===== config.mk =====
export PLATFORM = sky130hd
export DESIGN_NAME = accel_top
export DESIGN_NICKNAME = d
export VERILOG_FILES = /design/src/hdl/accel_ctrl_pkg.sv /design/src/hdl/accel_cfg_pkg.sv /design/src/hdl/accel_top.sv /design/src/hdl/accel_tile_scheduler.sv /design/src/hdl/accel_ctrl_fsm.sv /design/src/hdl/accel_cfg_tiler.sv /design/src/hdl/accel_reg_slave.sv
export VERILOG_INCLUDE_DIRS = /design/src /design/src/hdl
export SDC_FILE = /design/constraint.sdc
export NUM_CORES = 1
export LEC_CHECK = 0
export BUFFER_PORTS_ARGS = -buffer_cell sky130_fd_sc_hd__buf_2
export CORE_MARGIN = 4
export CORE_UTILIZATION = 56
export CTS_BUF_LIST = sky130_fd_sc_hd__clkbuf_8
export CTS_CLUSTER_DIAMETER = 200
export DETAILED_ROUTE_END_ITERATION = 7
export GPL_TIMING_DRIVEN = 0
export PLACE_DENSITY = 0.79
export SLEW_MARGIN = 20
export SYNTH_ARGS = -nofsm -noshare
export SYNTH_HDL_FRONTEND = slang
export SYNTH_SLANG_ARGS = --single-unit

===== constraint.sdc =====
create_clock -name clk_i -period 5.8 [get_ports clk_i]
set_input_delay 0.58 -clock clk_i [delete_from_list [all_inputs] [get_ports clk_i]]
set_output_delay 0.58 -clock clk_i [all_outputs]
set_load 0.05 [all_outputs]

===== src/hdl/accel_macros.svh =====
// Global sizing constants for the tile-job controller.
// Included by the packages and by any module that needs raw widths.

`ifndef ACCEL_MACROS_SVH
`define ACCEL_MACROS_SVH

// Tile geometry in rows and columns
`define ACCEL_TILE_H 4
`define ACCEL_TILE_W 8

// Peripheral port widths
`define ACCEL_DW 32
`define ACCEL_AW 3

// Number of decoded registers behind the port
`define ACCEL_NUM_REGS 7

// Width of each M, N and K field
`define ACCEL_DIM_W 12

// Width of the tile counters and the result register
`define ACCEL_TILES_W 24

`endif

===== src/hdl/accel_ctrl_pkg.sv =====
// Control types of the tile-job controller.
// Covers the FSM states, the peripheral port structs and the handshake
// between the controller FSM and the tile scheduler.

`include "accel_macros.svh"

package accel_ctrl_pkg;

  typedef enum logic [2:0] {
    LATCH_RST,
    IDLE,
    STARTING,
    COMPUTING,
    FINISHED
  } ctrl_state_e;

  // wen low means write
  typedef struct packed {
    logic                 req;
    logic                 wen;
    logic [`ACCEL_AW-1:0] add;
    logic [`ACCEL_DW-1:0] data;
  } periph_req_t;

  typedef struct packed {
    logic                 gnt;
    logic                 r_valid;
    logic [`ACCEL_DW-1:0] r_data;
  } periph_rsp_t;

  typedef struct packed {
    logic first_load;
    logic finished;
  } sched_ctrl_t;

  typedef struct packed {
    logic                      w_loaded;
    logic                      z_done;
    logic [`ACCEL_TILES_W-1:0] tiles_done;
  } sched_flags_t;

endpackage


===== src/hdl/accel_cfg_pkg.sv =====
// Configuration types of the tile-job controller.
// Holds the register map, the programmed sizes and the tiled job description.
// Modules refer to these types by scoped name in their ports and import the
// package in the body where they use it.

`include "accel_macros.svh"

package accel_cfg_pkg;

  typedef logic [`ACCEL_DIM_W-1:0]   dim_t;
  typedef logic [`ACCEL_TILES_W-1:0] tiles_t;

  // Word offsets on the peripheral port
  typedef enum logic [`ACCEL_AW-1:0] {
    REG_M       = 3'd0,
    REG_N       = 3'd1,
    REG_K       = 3'd2,
    REG_TRIGGER = 3'd3,
    REG_STATUS  = 3'd4,
    REG_RESULT  = 3'd5,
    REG_CLEAR   = 3'd6
  } reg_addr_e;

  // Sizes as programmed by the host
  typedef struct packed {
    dim_t m;
    dim_t n;
    dim_t k;
  } regfile_t;

  // Job description after tiling
  typedef struct packed {
    dim_t   m_tiles;
    dim_t   n_tiles;
    dim_t   k_len;
    tiles_t total_tiles;
  } tiled_cfg_t;

endpackage


===== src/hdl/accel_top.sv =====
// Top level of the tile-job controller.
// Connects register slave, configuration tiler, controller FSM and tile
// scheduler. The host talks to it over the peripheral request and response
// structs and watches evt_o for job completion.

`timescale 1ns/1ps

module accel_top (
  input  logic                        clk_i,
  input  logic                        rst_ni,
  input  logic                        test_mode_i,
  input  accel_ctrl_pkg::periph_req_t periph_req_i,
  output accel_ctrl_pkg::periph_rsp_t periph_rsp_o,
  output logic                        busy_o,
  output logic                        clear_o,
  output logic                        flush_o,
  output logic                        evt_o
);
  import accel_cfg_pkg::*;
  import accel_ctrl_pkg::*;

  regfile_t     regfile;
  tiled_cfg_t   cfg;
  sched_ctrl_t  sched_ctrl;
  sched_flags_t sched_flags;
  logic         start;
  logic         slv_clear;
  logic         cfg_valid;
  logic         setback;
  logic         done;

  accel_reg_slave i_reg_slave (
    .clk_i        ( clk_i                  ),
    .rst_ni       ( rst_ni                 ),
    .periph_req_i ( periph_req_i           ),
    .periph_rsp_o ( periph_rsp_o           ),
    .busy_i       ( busy_o                 ),
    .done_i       ( done                   ),
    .tiles_done_i ( sched_flags.tiles_done ),
    .regfile_o    ( regfile                ),
    .start_o      ( start                  ),
    .clear_o      ( slv_clear              ),
    .evt_o        ( evt_o                  )
  );

  accel_cfg_tiler i_cfg_tiler (
    .clk_i       ( clk_i     ),
    .rst_ni      ( rst_ni    ),
    .clear_i     ( clear_o   ),
    .setback_i   ( setback   ),
    .start_cfg_i ( start     ),
    .regfile_i   ( regfile   ),
    .cfg_valid_o ( cfg_valid ),
    .cfg_o       ( cfg       )
  );

  accel_ctrl_fsm i_ctrl_fsm (
    .clk_i       ( clk_i       ),
    .rst_ni      ( rst_ni      ),
    .test_mode_i ( test_mode_i ),
    .clear_i     ( slv_clear   ),
    .start_i     ( start       ),
    .cfg_valid_i ( cfg_valid   ),
    .flags_i     ( sched_flags ),
    .ctrl_o      ( sched_ctrl  ),
    .setback_o   ( setback     ),
    .busy_o      ( busy_o      ),
    .flush_o     ( flush_o     ),
    .done_o      ( done        ),
    .clear_o     ( clear_o     )
  );

  accel_tile_scheduler i_tile_scheduler (
    .clk_i   ( clk_i       ),
    .rst_ni  ( rst_ni      ),
    .clear_i ( clear_o     ),
    .ctrl_i  ( sched_ctrl  ),
    .cfg_i   ( cfg         ),
    .flags_o ( sched_flags )
  );

endmodule


===== src/hdl/accel_tile_scheduler.sv =====
// Tile scheduler of the tile-job controller.
// Stands in for the datapath: it times the weight preload, then spends
// K+1 cycles on each tile back to back and counts the tiles done.

`timescale 1ns/1ps

module accel_tile_scheduler (
  input  logic                         clk_i,
  input  logic                         rst_ni,
  input  logic                         clear_i,
  input  accel_ctrl_pkg::sched_ctrl_t  ctrl_i,
  input  accel_cfg_pkg::tiled_cfg_t    cfg_i,
  output accel_ctrl_pkg::sched_flags_t flags_o
);
  import accel_cfg_pkg::*;

  tiled_cfg_t cfg_q;
  dim_t       pre_cnt_q;
  dim_t       cyc_cnt_q;
  tiles_t     tiles_q;
  logic       loaded_q;
  logic       w_loaded;
  logic       z_done;
  logic       tile_end;
  logic       rst_cnt;

  assign rst_cnt = clear_i || ctrl_i.finished;

  // Preload ends after K cycles, or one cycle for K of zero
  assign w_loaded = ctrl_i.first_load &&
                    ((cfg_q.k_len == '0) || (pre_cnt_q == cfg_q.k_len - dim_t'(1)));
  assign z_done   = loaded_q && (tiles_q == cfg_q.total_tiles);
  assign tile_end = loaded_q && !z_done && (cyc_cnt_q == cfg_q.k_len);

  // Job description frozen while a job runs
  always_ff @(posedge clk_i or negedge rst_ni) begin
    if (!rst_ni) begin
      cfg_q <= '0;
    end else if (!ctrl_i.first_load && !loaded_q) begin
      cfg_q <= cfg_i;
    end
  end

  always_ff @(posedge clk_i or negedge rst_ni) begin
    if (!rst_ni) begin
      pre_cnt_q <= '0;
      cyc_cnt_q <= '0;
      tiles_q   <= '0;
      loaded_q  <= 1'b0;
    end else if (rst_cnt) begin
      pre_cnt_q <= '0;
      cyc_cnt_q <= '0;
      tiles_q   <= '0;
      loaded_q  <= 1'b0;
    end else begin
      if (ctrl_i.first_load) pre_cnt_q <= pre_cnt_q + dim_t'(1);
      if (w_loaded) loaded_q <= 1'b1;
      if (tile_end) begin
        cyc_cnt_q <= '0;
        tiles_q   <= tiles_q + tiles_t'(1);
      end else if (loaded_q && !z_done) begin
        cyc_cnt_q <= cyc_cnt_q + dim_t'(1);
      end
    end
  end

  always_comb begin
    flags_o.w_loaded   = w_loaded;
    flags_o.z_done     = z_done;
    flags_o.tiles_done = tiles_q;
  end

endmodule


===== src/hdl/accel_ctrl_fsm.sv =====
// Job state machine of the tile-job controller.
// Latches the start strobe, waits for a valid configuration and walks the
// job through preload, computation and finish. Also combines the soft clear
// with the post-reset state into the clear seen by the other stages.

`timescale 1ns/1ps

module accel_ctrl_fsm (
  input  logic                         clk_i,
  input  logic                         rst_ni,
  input  logic                         test_mode_i,
  input  logic                         clear_i,
  input  logic                         start_i,
  input  logic                         cfg_valid_i,
  input  accel_ctrl_pkg::sched_flags_t flags_i,
  output accel_ctrl_pkg::sched_ctrl_t  ctrl_o,
  output logic                         setback_o,
  output logic                         busy_o,
  output logic                         flush_o,
  output logic                         done_o,
  output logic                         clear_o
);
  import accel_ctrl_pkg::*;

  ctrl_state_e state_q;
  ctrl_state_e state_d;
  logic        start_q;
  logic        setback;

  always_ff @(posedge clk_i or negedge rst_ni) begin
    if (!rst_ni) begin
      state_q <= LATCH_RST;
    end else if (clear_i) begin
      state_q <= IDLE;
    end else begin
      state_q <= state_d;
    end
  end

  // Trigger seen while busy is kept for the next job
  always_ff @(posedge clk_i or negedge rst_ni) begin
    if (!rst_ni) begin
      start_q <= 1'b0;
    end else if (clear_i) begin
      start_q <= 1'b0;
    end else if (start_i) begin
      start_q <= 1'b1;
    end else if (setback) begin
      start_q <= 1'b0;
    end
  end

  always_comb begin
    state_d = state_q;
    case (state_q)
      LATCH_RST: state_d = IDLE;
      IDLE: begin
        if ((start_q && cfg_valid_i) || test_mode_i) state_d = STARTING;
      end
      STARTING: begin
        if (flags_i.w_loaded) state_d = COMPUTING;
      end
      COMPUTING: begin
        if (flags_i.z_done) state_d = FINISHED;
      end
      FINISHED: state_d = IDLE;
      default:  state_d = IDLE;
    endcase
  end

  // Configuration is consumed on the way out of IDLE
  assign setback = (state_q == IDLE) && (state_d == STARTING);

  always_comb begin
    ctrl_o.first_load = state_q == STARTING;
    ctrl_o.finished   = state_q == FINISHED;
  end

  assign setback_o = setback;
  assign busy_o    = (state_q == STARTING) || (state_q == COMPUTING);
  assign flush_o   = state_q == FINISHED;
  assign done_o    = state_q == FINISHED;
  assign clear_o   = clear_i || (state_q == LATCH_RST);

endmodule


===== src/hdl/accel_cfg_tiler.sv =====
// Configuration tiler of the tile-job controller.
// On the start strobe it samples the live sizes, rounds M and N up to whole
// tiles and registers the job description. The description stays valid until
// the FSM consumes it with setback, or until a clear.

`timescale 1ns/1ps

`include "accel_macros.svh"

module accel_cfg_tiler (
  input  logic                      clk_i,
  input  logic                      rst_ni,
  input  logic                      clear_i,
  input  logic                      setback_i,
  input  logic                      start_cfg_i,
  input  accel_cfg_pkg::regfile_t   regfile_i,
  output logic                      cfg_valid_o,
  output accel_cfg_pkg::tiled_cfg_t cfg_o
);
  import accel_cfg_pkg::*;

  localparam int unsigned DimW = `ACCEL_DIM_W;

  // One extra bit so the round-up cannot wrap
  localparam logic [DimW:0] TileH    = (DimW+1)'(`ACCEL_TILE_H);
  localparam logic [DimW:0] TileW    = (DimW+1)'(`ACCEL_TILE_W);
  localparam logic [DimW:0] TileHRnd = (DimW+1)'(`ACCEL_TILE_H - 1);
  localparam logic [DimW:0] TileWRnd = (DimW+1)'(`ACCEL_TILE_W - 1);

  logic [DimW:0] m_ceil;
  logic [DimW:0] n_ceil;
  tiled_cfg_t    cfg_d;
  tiled_cfg_t    cfg_q;
  logic          valid_q;

  always_comb begin
    m_ceil            = ({1'b0, regfile_i.m} + TileHRnd) / TileH;
    n_ceil            = ({1'b0, regfile_i.n} + TileWRnd) / TileW;
    cfg_d.m_tiles     = m_ceil[DimW-1:0];
    cfg_d.n_tiles     = n_ceil[DimW-1:0];
    cfg_d.k_len       = regfile_i.k;
    cfg_d.total_tiles = tiles_t'(m_ceil[DimW-1:0]) * tiles_t'(n_ceil[DimW-1:0]);
  end

  always_ff @(posedge clk_i or negedge rst_ni) begin
    if (!rst_ni) begin
      cfg_q   <= '0;
      valid_q <= 1'b0;
    end else if (clear_i) begin
      valid_q <= 1'b0;
    end else if (start_cfg_i) begin
      // A new trigger wins over a setback in the same cycle
      cfg_q   <= cfg_d;
      valid_q <= 1'b1;
    end else if (setback_i) begin
      valid_q <= 1'b0;
    end
  end

  assign cfg_valid_o = valid_q;
  assign cfg_o       = cfg_q;

endmodule


===== src/hdl/accel_reg_slave.sv =====
// Peripheral register slave of the tile-job controller.
// Grants every request in the same cycle, applies writes at the granting
// edge and returns read data one cycle later. Produces the start and soft
// clear strobes and turns the FSM done pulse into the completion event.

`timescale 1ns/1ps

`include "accel_macros.svh"

module accel_reg_slave (
  input  logic                        clk_i,
  input  logic                        rst_ni,
  input  accel_ctrl_pkg::periph_req_t periph_req_i,
  output accel_ctrl_pkg::periph_rsp_t periph_rsp_o,
  input  logic                        busy_i,
  input  logic                        done_i,
  input  accel_cfg_pkg::tiles_t       tiles_done_i,
  output accel_cfg_pkg::regfile_t     regfile_o,
  output logic                        start_o,
  output logic                        clear_o,
  output logic                        evt_o
);
  import accel_cfg_pkg::*;

  localparam int unsigned DW      = `ACCEL_DW;
  localparam int unsigned DimW    = `ACCEL_DIM_W;
  localparam int unsigned NumRegs = `ACCEL_NUM_REGS;

  reg_addr_e       addr;
  logic            addr_ok;
  logic            wr_en;
  logic            rd_en;
  regfile_t        regfile_q;
  tiles_t          result_q;
  logic            done_sticky_q;
  logic            start_q;
  logic            clear_q;
  logic            evt_q;
  logic            r_valid_q;
  logic [DW-1:0]   r_data_d;
  logic [DW-1:0]   r_data_q;

  assign addr    = reg_addr_e'(periph_req_i.add);
  assign addr_ok = 32'(periph_req_i.add) < NumRegs;
  assign wr_en   = periph_req_i.req && !periph_req_i.wen && addr_ok;
  assign rd_en   = periph_req_i.req && periph_req_i.wen;

  // Register file and strobes written at the granting edge
  always_ff @(posedge clk_i or negedge rst_ni) begin
    if (!rst_ni) begin
      regfile_q <= '0;
      start_q   <= 1'b0;
      clear_q   <= 1'b0;
    end else begin
      start_q <= wr_en && (addr == REG_TRIGGER);
      clear_q <= wr_en && (addr == REG_CLEAR);
      if (wr_en && (addr == REG_M)) regfile_q.m <= periph_req_i.data[DimW-1:0];
      if (wr_en && (addr == REG_N)) regfile_q.n <= periph_req_i.data[DimW-1:0];
      if (wr_en && (addr == REG_K)) regfile_q.k <= periph_req_i.data[DimW-1:0];
    end
  end

  // The event trails the done pulse by one cycle
  always_ff @(posedge clk_i or negedge rst_ni) begin
    if (!rst_ni) begin
      result_q      <= '0;
      done_sticky_q <= 1'b0;
      evt_q         <= 1'b0;
    end else begin
      evt_q <= done_i && !clear_q;
      if (done_i) result_q <= tiles_done_i;
      if (clear_q || (wr_en && (addr == REG_TRIGGER || addr == REG_CLEAR))) begin
        done_sticky_q <= 1'b0;
      end else if (done_i) begin
        done_sticky_q <= 1'b1;
      end
    end
  end

  always_comb begin
    r_data_d = '0;
    case (addr)
      REG_M:      r_data_d = DW'(regfile_q.m);
      REG_N:      r_data_d = DW'(regfile_q.n);
      REG_K:      r_data_d = DW'(regfile_q.k);
      REG_STATUS: r_data_d = DW'({done_sticky_q, busy_i});
      REG_RESULT: r_data_d = DW'(result_q);
      default:    r_data_d = '0;
    endcase
  end

  // Read response one cycle after the grant
  always_ff @(posedge clk_i or negedge rst_ni) begin
    if (!rst_ni) begin
      r_valid_q <= 1'b0;
      r_data_q  <= '0;
    end else begin
      r_valid_q <= rd_en;
      if (rd_en) r_data_q <= r_data_d;
    end
  end

  always_comb begin
    periph_rsp_o.gnt     = periph_req_i.req;
    periph_rsp_o.r_valid = r_valid_q;
    periph_rsp_o.r_data  = r_data_q;
  end

  assign regfile_o = regfile_q;
  assign start_o   = start_q;
  assign clear_o   = clear_q;
  assign evt_o     = evt_q;

endmodule


Word-level counts from Yosys, hierarchy flattened
Index checks and enable logic that the tools add are counted.
{"block": "word_totals", "word_cells": 105, "output_inout_bits": 38, "ff_bits": 223}
{"block": "classes", "n_bitwise": 1, "addsub": 6, "n_eq_ne": 14, "reduce_logical": 40, "multipliers": 1, "n_mux": 21, "magnitude_cmp": 1}
{"op": "$pmux 24 s5", "n": 1}
{"op": "$mux 12", "n": 5}
{"op": "$mux 24", "n": 2}
{"op": "$add 12x1->12 const B", "n": 2}
{"op": "$add 24x1->24 const B", "n": 1}
{"op": "$eq 12x12->1", "n": 2}
{"op": "$eq 24x24->1", "n": 1}
{"op": "$mul 11x10->21", "n": 1}
{"op": "$logic_and 1x1->1", "n": 17}
{"op": "$eq 3x2->1 const B", "n": 5}
{"op": "$add 12x2->13 const B", "n": 1}
{"op": "$add 12x3->13 const B", "n": 1}
{"op": "$eq 3x3->1 const B", "n": 4}
{"op": "$logic_not 12->1", "n": 1}
{"op": "$mux 3", "n": 4}
{"op": "$sub 12x1->12 const B", "n": 1}
{"op": "$pmux 3 s3", "n": 1}
{"op": "$reduce_bool 3->1", "n": 3}
{"op": "$mux 1", "n": 8}
{"op": "$reduce_bool 2->1", "n": 4}
{"op": "$logic_or 1x1->1", "n": 7}
{"op": "$eq 3x1->1 const B", "n": 2}
{"op": "$logic_not 3->1", "n": 2}
{"op": "$logic_not 1->1", "n": 5}
{"op": "other kinds (3)", "n": 3}

Depth between registers and ports, before layout
{"block": "depth", "ltp_word": 11, "mapped_depth": 25}

By module
Synthesis repeated with hierarchy kept, for this count alone.
{"block": "unflattened", "hier_cells": 1474, "hier_area_um2": 14855.5}
{"module": "accel_cfg_tiler", "cells_per_inst": 682, "area_each_um2": 6014.5, "n_inst": 1}
{"module": "accel_tile_scheduler", "cells_per_inst": 477, "area_each_um2": 4809.6, "n_inst": 1}
{"module": "accel_reg_slave", "cells_per_inst": 291, "area_each_um2": 3796.1, "n_inst": 1}
{"module": "accel_ctrl_fsm", "cells_per_inst": 24, "area_each_um2": 235.2, "n_inst": 1}

Least setup slack after synthesis
Ideal clock, no wire load.
{"block": "synth_timing", "path_type": "reg2reg", "from": "register i_reg_slave.regfile_q (netlist bit i_reg_slave.regfile_o[24])", "to": "register i_cfg_tiler.cfg_q (netlist bit i_cfg_tiler.cfg_o[18])", "t_required_ns": 5.717, "synth_period_minus_slack_ns": 6.212, "path_stages_with_launch": 26, "t_arrival_ns": 6.129, "path_slack_ns": -0.412, "n_path_buf": 0, "cell_sequence": "dfrtp_1 o21ai_2 nor2_2 nand4_1 nor2_1 nand2_1 xnor2_1 nand2_1 fa_1 inv_1 fa_1 inv_1 fa_1 inv_1 fa_1 inv_1 fa_1 inv_1 ha_1 o211ai_1 o21ai_0 nor2_1 o41ai_1 o311ai_0 xor2_1 o21ai_0"}
{"block": "synth_via", "elab_chain_len": 2}
{"item": "start, declared", "line": "accel_reg_slave.sv:33", "source": "regfile_t regfile_q;"}
{"item": "$add 12x2->13", "line": "accel_cfg_tiler.sv:37", "source": "m_ceil = ({1'b0, regfile_i.m} + TileHRnd) / TileH;"}
{"item": "$mul 11x10->21", "line": "accel_cfg_tiler.sv:42", "source": "cfg_d.total_tiles = tiles_t'(m_ceil[DimW-1:0]) * tiles_t'(n_ceil[DimW-1:0]);"}
{"item": "end signal, assigned", "line": "accel_cfg_tiler.sv:53", "source": "cfg_q <= cfg_d;"}
{"item": "end, declared", "line": "accel_cfg_tiler.sv:33", "source": "tiled_cfg_t cfg_q;"}
No other way between the ends.
A chain may end at the register's enable or synchronous reset.

Final worst setup path
{"block": "layout_timing", "from": "register i_reg_slave.regfile_q (netlist bit i_reg_slave.regfile_o[25])", "to": "register i_cfg_tiler.cfg_q (netlist bit i_cfg_tiler.cfg_o[19])"}
Same word-level chain as after synthesis.

==> summary.md <==
| Metric | Value |
|---|---|
| Run status | `finished, violations left` |
| Failing checks | `negative setup slack` |
| DRT Wirelength | `37,500 um` |
| Full die area | `about 0.027 mm2` |
| Slew Limit Headroom | `0.405` |
| Leakage | `roughly 7.8 nW` |
| DP HPWL | `24,700 um` |
| Clk_lat worst skew | `0.52 ns` |
| Rows | `56` |
| Sequential Area | `0.00524 mm2` |
| Max-cap viol count | `0` |
| Worst Skew | `slightly below 0.03 ns` |
| Post-DRT Antenna Nets | `0` |
| RSZ-0062 raised after global routing | `yes` |
| Boundary Pins | `78` |
| Clock Path Buffers | `3` |
| Combinational share of power | `0.694` |
| Iter 0 DRT Violations | `928` |
| Number of enable flip-flop cells after synthesis | `0` |
| Crit path cell chain | `o21ai_4 > nor2_4 > buf_4 > buf_4 > buf_4 > xor2_1 > nand2_1 > fa_1 > fa_1 > inv_2 > fa_1 > fa_1 > inv_1 > fa_1 > inv_2 > ha_4 > buf_6 > a21bo_4 > a31o_4 > o31ai_4 > buf_4 > a22oi_2 > xor2_2 > o21ai_1` |
| XOR/XNOR share of the synthesized area | `0.0751` |
| NumNets Final | `around 1,700` |
| R2R depth | `24` |
| IO buf count | `47` |
| Slew @ Worst Pin | `0.886 ns` |
| Mapped Avg Cell Area | `~10 um2` |
| Clock power frac | `0.115` |
| Die Y | `roughly 160 um` |
| Die X | `roughly 160 um` |
| CP Launch Type | `flop` |
| WL per Instance | `20.4 um` |
| Most common cell after layout, fill and taps aside | `dfrtp_1` |
| Seq cells post-synth | `approximately 210` |
| Worst path slowest cell | `fa_1` |
| Largest net degree at the start of global routing | `103` |
| Sequential fraction of the synthesis area | `0.387` |
| First-pass GRT wire length | `between 50,000 and 60,000 um` |
| Multi-input combinational cell area | `around 0.0084 mm2` |
| Core ar. | `0.0236 mm2` |
| Hold_sp | `periph_req_i[35]` |
| Flop pwr share | `0.190` |
| Sw Share | `0.454` |
| P_int | `5.94 mW` |
| Min-Delay Endpoint | `i_reg_slave.start_o$_DFF_PN0_` |
| Vias per Instance | `roughly 6.0` |
| Crit. path cell count | `24` |
| Tightest Hold Check Type | `in2reg` |
| Fill count | `1,694` |
| Top delay family on crit path | `adder cells` |
| Critical path arrival | `6.82 ns` |
| Simple-gate portion of the synthesized area | `0.147` |
| Number of clock buffers inserted by TritonCTS | `34` |
| CTS sink count | `209` |
| Worst reg2reg startpoint | `i_reg_slave.regfile_o[25]$_DFFE_PN0P_` |
| Setup violations, final | `12` |
| Initial Util | `0.572` |
| DR vias | `between 10,000 and 15,000` |
| Max IR drop VDD | `about 1.2 mV` |
| Vias in the first global route | `10,926` |
| Max-slew violations | `0` |
| Crit path top cell by count | `fa_1` |
| Main combinational cell family by area after synthesis | `adder cells` |
| Max Fclk | `155 MHz` |
| Fin Setup TNS | `-4.76 ns` |
| Commonest non-fill, non-tap cells in the layout | `dfrtp_1, nand2_1, nor2_1` |
| WP data required | `6.17 ns` |
| CTS tree | `yes` |
| Number of H-tree levels | `2` |
| Buf+Inv Stages, Crit Path | `8` |
| Gr ovfl total | `0` |
| Sw Pwr | `4.93 mW` |
| CTS clk-pin slew, worst paths | `around 0.06 ns` |
| Worst Slack Setup Final | `-0.645 ns` |
| Final core occ | `0.687` |
| Post-synthesis compound-gate area fraction | `0.0805` |
| Final GP Congestion | `0.919` |
| R2R Setup Slk | `-0.65 ns` |
| Adder-cell share of the synthesized area | `0.159` |
| Asr flop ratio synth | `1.00` |
| Area growth from synthesis to layout | `20.0%` |
| Setup CP Type | `reg2reg` |
| Total Routing Usage GR | `0.266` |
| Worst setup EP type | `flop` |
| # diodes | `0` |
| Layout cells sized above 1 | `0.263` |
| YS warnings | `0` |
| Critical Path Fanout Max | `4` |
| Post-Synthesis Cells | `between 1,000 and 1,500` |
| R2r endpoint | `i_cfg_tiler.cfg_o[19]$_DFFE_PN0P_` |
| Final Cycle Share | `1.11` |
| Netlist Area Pre-Place | `0.0135 mm2` |
| Initial antenna violation count | `0` |
| Root buffer cell | `clkbuf_8` |
| Post-layout minimum cycle time | `6.45 ns` |
| Hold Violations, Final | `0` |
| Top FF cell, synth | `dfrtp_1` |
| DRT Pass-1 Iters | `6` |
| Cell variety after synth | `71` |
| Drt drc | `0` |
| Max stage delay on crit path | `roughly 0.65 ns` |
| Hold path depth | `2` |
| Pwr dens | `670 mW/mm2` |
| Post-synthesis mux area share | `0.0999` |
## synthesized netlist by cell type (23+ instances only)
library cell	count	area, um2
nand2_1	147	552
clkbuf_1	36	135
fa_1	70	1400
dfrtp_1	209	5230
o21ai_0	74	370
xor2_1	57	499
mux2_2	107	1200
a21oi_1	71	355
nor2_1	114	428
inv_1	106	398
xnor2_1	57	499
ha_1	60	751
or3_1	23	144
## through the flow
step           instance area, um2  total power, mW  setup WS (ns)  std cells  hold WS, ns
6_report                    16200             10.9         -0.645       1840        0.292
5_1_grt                     16200             11.6         -0.836       1840        0.300
4_1_cts                     15900             9.61         -0.298       1828        0.284
3_5_place_dp                14400             7.24          -1.00       1721        0.391
3_3_place_gp                14300             7.10         -0.897       1719        0.457
2_1_floorplan               13700             6.08       -0.00886       1353        0.284
## per-layer routing
metal  GRT usage  part of all wire  vias up
li1            -                 -     4845
met1       0.344              0.38     5426
met2       0.448              0.50      591
met3      0.0431             0.070      164
met4       0.113             0.054        0
met5           0                 0        -
## how the worst max path moves through the flow
stage / end / from / slack [ns]
after floorplan: i_cfg_tiler.cfg_o[18]$_DFFE_PN0P_ / i_reg_slave.regfile_o[26]$_DFFE_PN0P_ / -0.009
after global placement: i_cfg_tiler.cfg_o[18]$_DFFE_PN0P_ / i_reg_slave.regfile_o[15]$_DFFE_PN0P_ / -0.90
after detailed placement: i_cfg_tiler.cfg_o[18]$_DFFE_PN0P_ / i_reg_slave.regfile_o[15]$_DFFE_PN0P_ / -1.00
after CTS: i_cfg_tiler.cfg_o[18]$_DFFE_PN0P_ / i_reg_slave.regfile_o[13]$_DFFE_PN0P_ / -0.30
after global routing: i_cfg_tiler.cfg_o[18]$_DFFE_PN0P_ / i_reg_slave.regfile_o[12]$_DFFE_PN0P_ / -0.84
final: i_cfg_tiler.cfg_o[19]$_DFFE_PN0P_ / i_reg_slave.regfile_o[25]$_DFFE_PN0P_ / -0.65
## area by class of cell
| class | count | share of cell area |
|---|---|---|
| Tap cell | 319 | 0.0246 |
| Clock buffer | 37 | 0.0314 |
| Multi-Input combinational cell | 980 | 0.519 |
| Clock inverter | 19 | 0.00872 |
| Buffer | 56 | 0.0179 |
| Inverter | 106 | 0.0245 |
| Sequential cell | 209 | 0.323 |
| Timing Repair Buffer | 114 | 0.0512 |
## repair_timing
| item | CTS | global route |
|---|---|---|
| gates cloned | 1 | 0 |
| gates resized for setup | 81 | 44 |
| endpoints found under the hold margin | 7 | 0 |
| buffers inserted | 51 | 13 |
| pin swaps | 37 | 35 |
| hold buffers | 1 | 0 |
| setup endpoints to repair | 12 | 11 |
## state kept, by name, indices dropped and copies added, names as in the netlist
signal,cells
i_ctrl_fsm.state_q,3
i_reg_slave.r_data_q,24
i_tile_scheduler.cyc_cnt_q,12
i_tile_scheduler.loaded_q,1
i_reg_slave.r_valid_q,1
i_reg_slave.done_sticky_q,1
i_cfg_tiler.cfg_valid_o,1
i_tile_scheduler.pre_cnt_q,12
i_reg_slave.evt_o,1
i_reg_slave.clear_o,1
i_tile_scheduler.cfg_q,33
i_tile_scheduler.tiles_q,24
i_reg_slave.result_q,24
i_cfg_tiler.cfg_o,33
i_ctrl_fsm.start_q,1
i_reg_slave.regfile_o,36
i_reg_slave.start_o,1
## power groups by stage
stage | Combinational [mW] | Clock [mW] | Sequential, mW
4_1_cts | 6.29 | 1.26 | 2.05
2_1_floorplan | 4.10 | 0 | 1.98
6_report | 7.55 | 1.25 | 2.07
3_3_place_gp | 5.06 | 0 | 2.04
3_5_place_dp | 5.19 | 0 | 2.05
5_1_grt | 8.16 | 1.33 | 2.10
## kinds of logic (layout without fill, tap and decap cells)
kind of cell	count (synthesis)	count (layout)
buffers and inverters	165	332
muxes	119	119
other	1	8
DFF	209	209
AOI/OAI and AO/OA	191	191
xor gates and xnor gates	115	116
adders and majority gates	130	130
and+or+nand+nor	416	416
No activity file was read; power rests on OpenSTA's default activity.
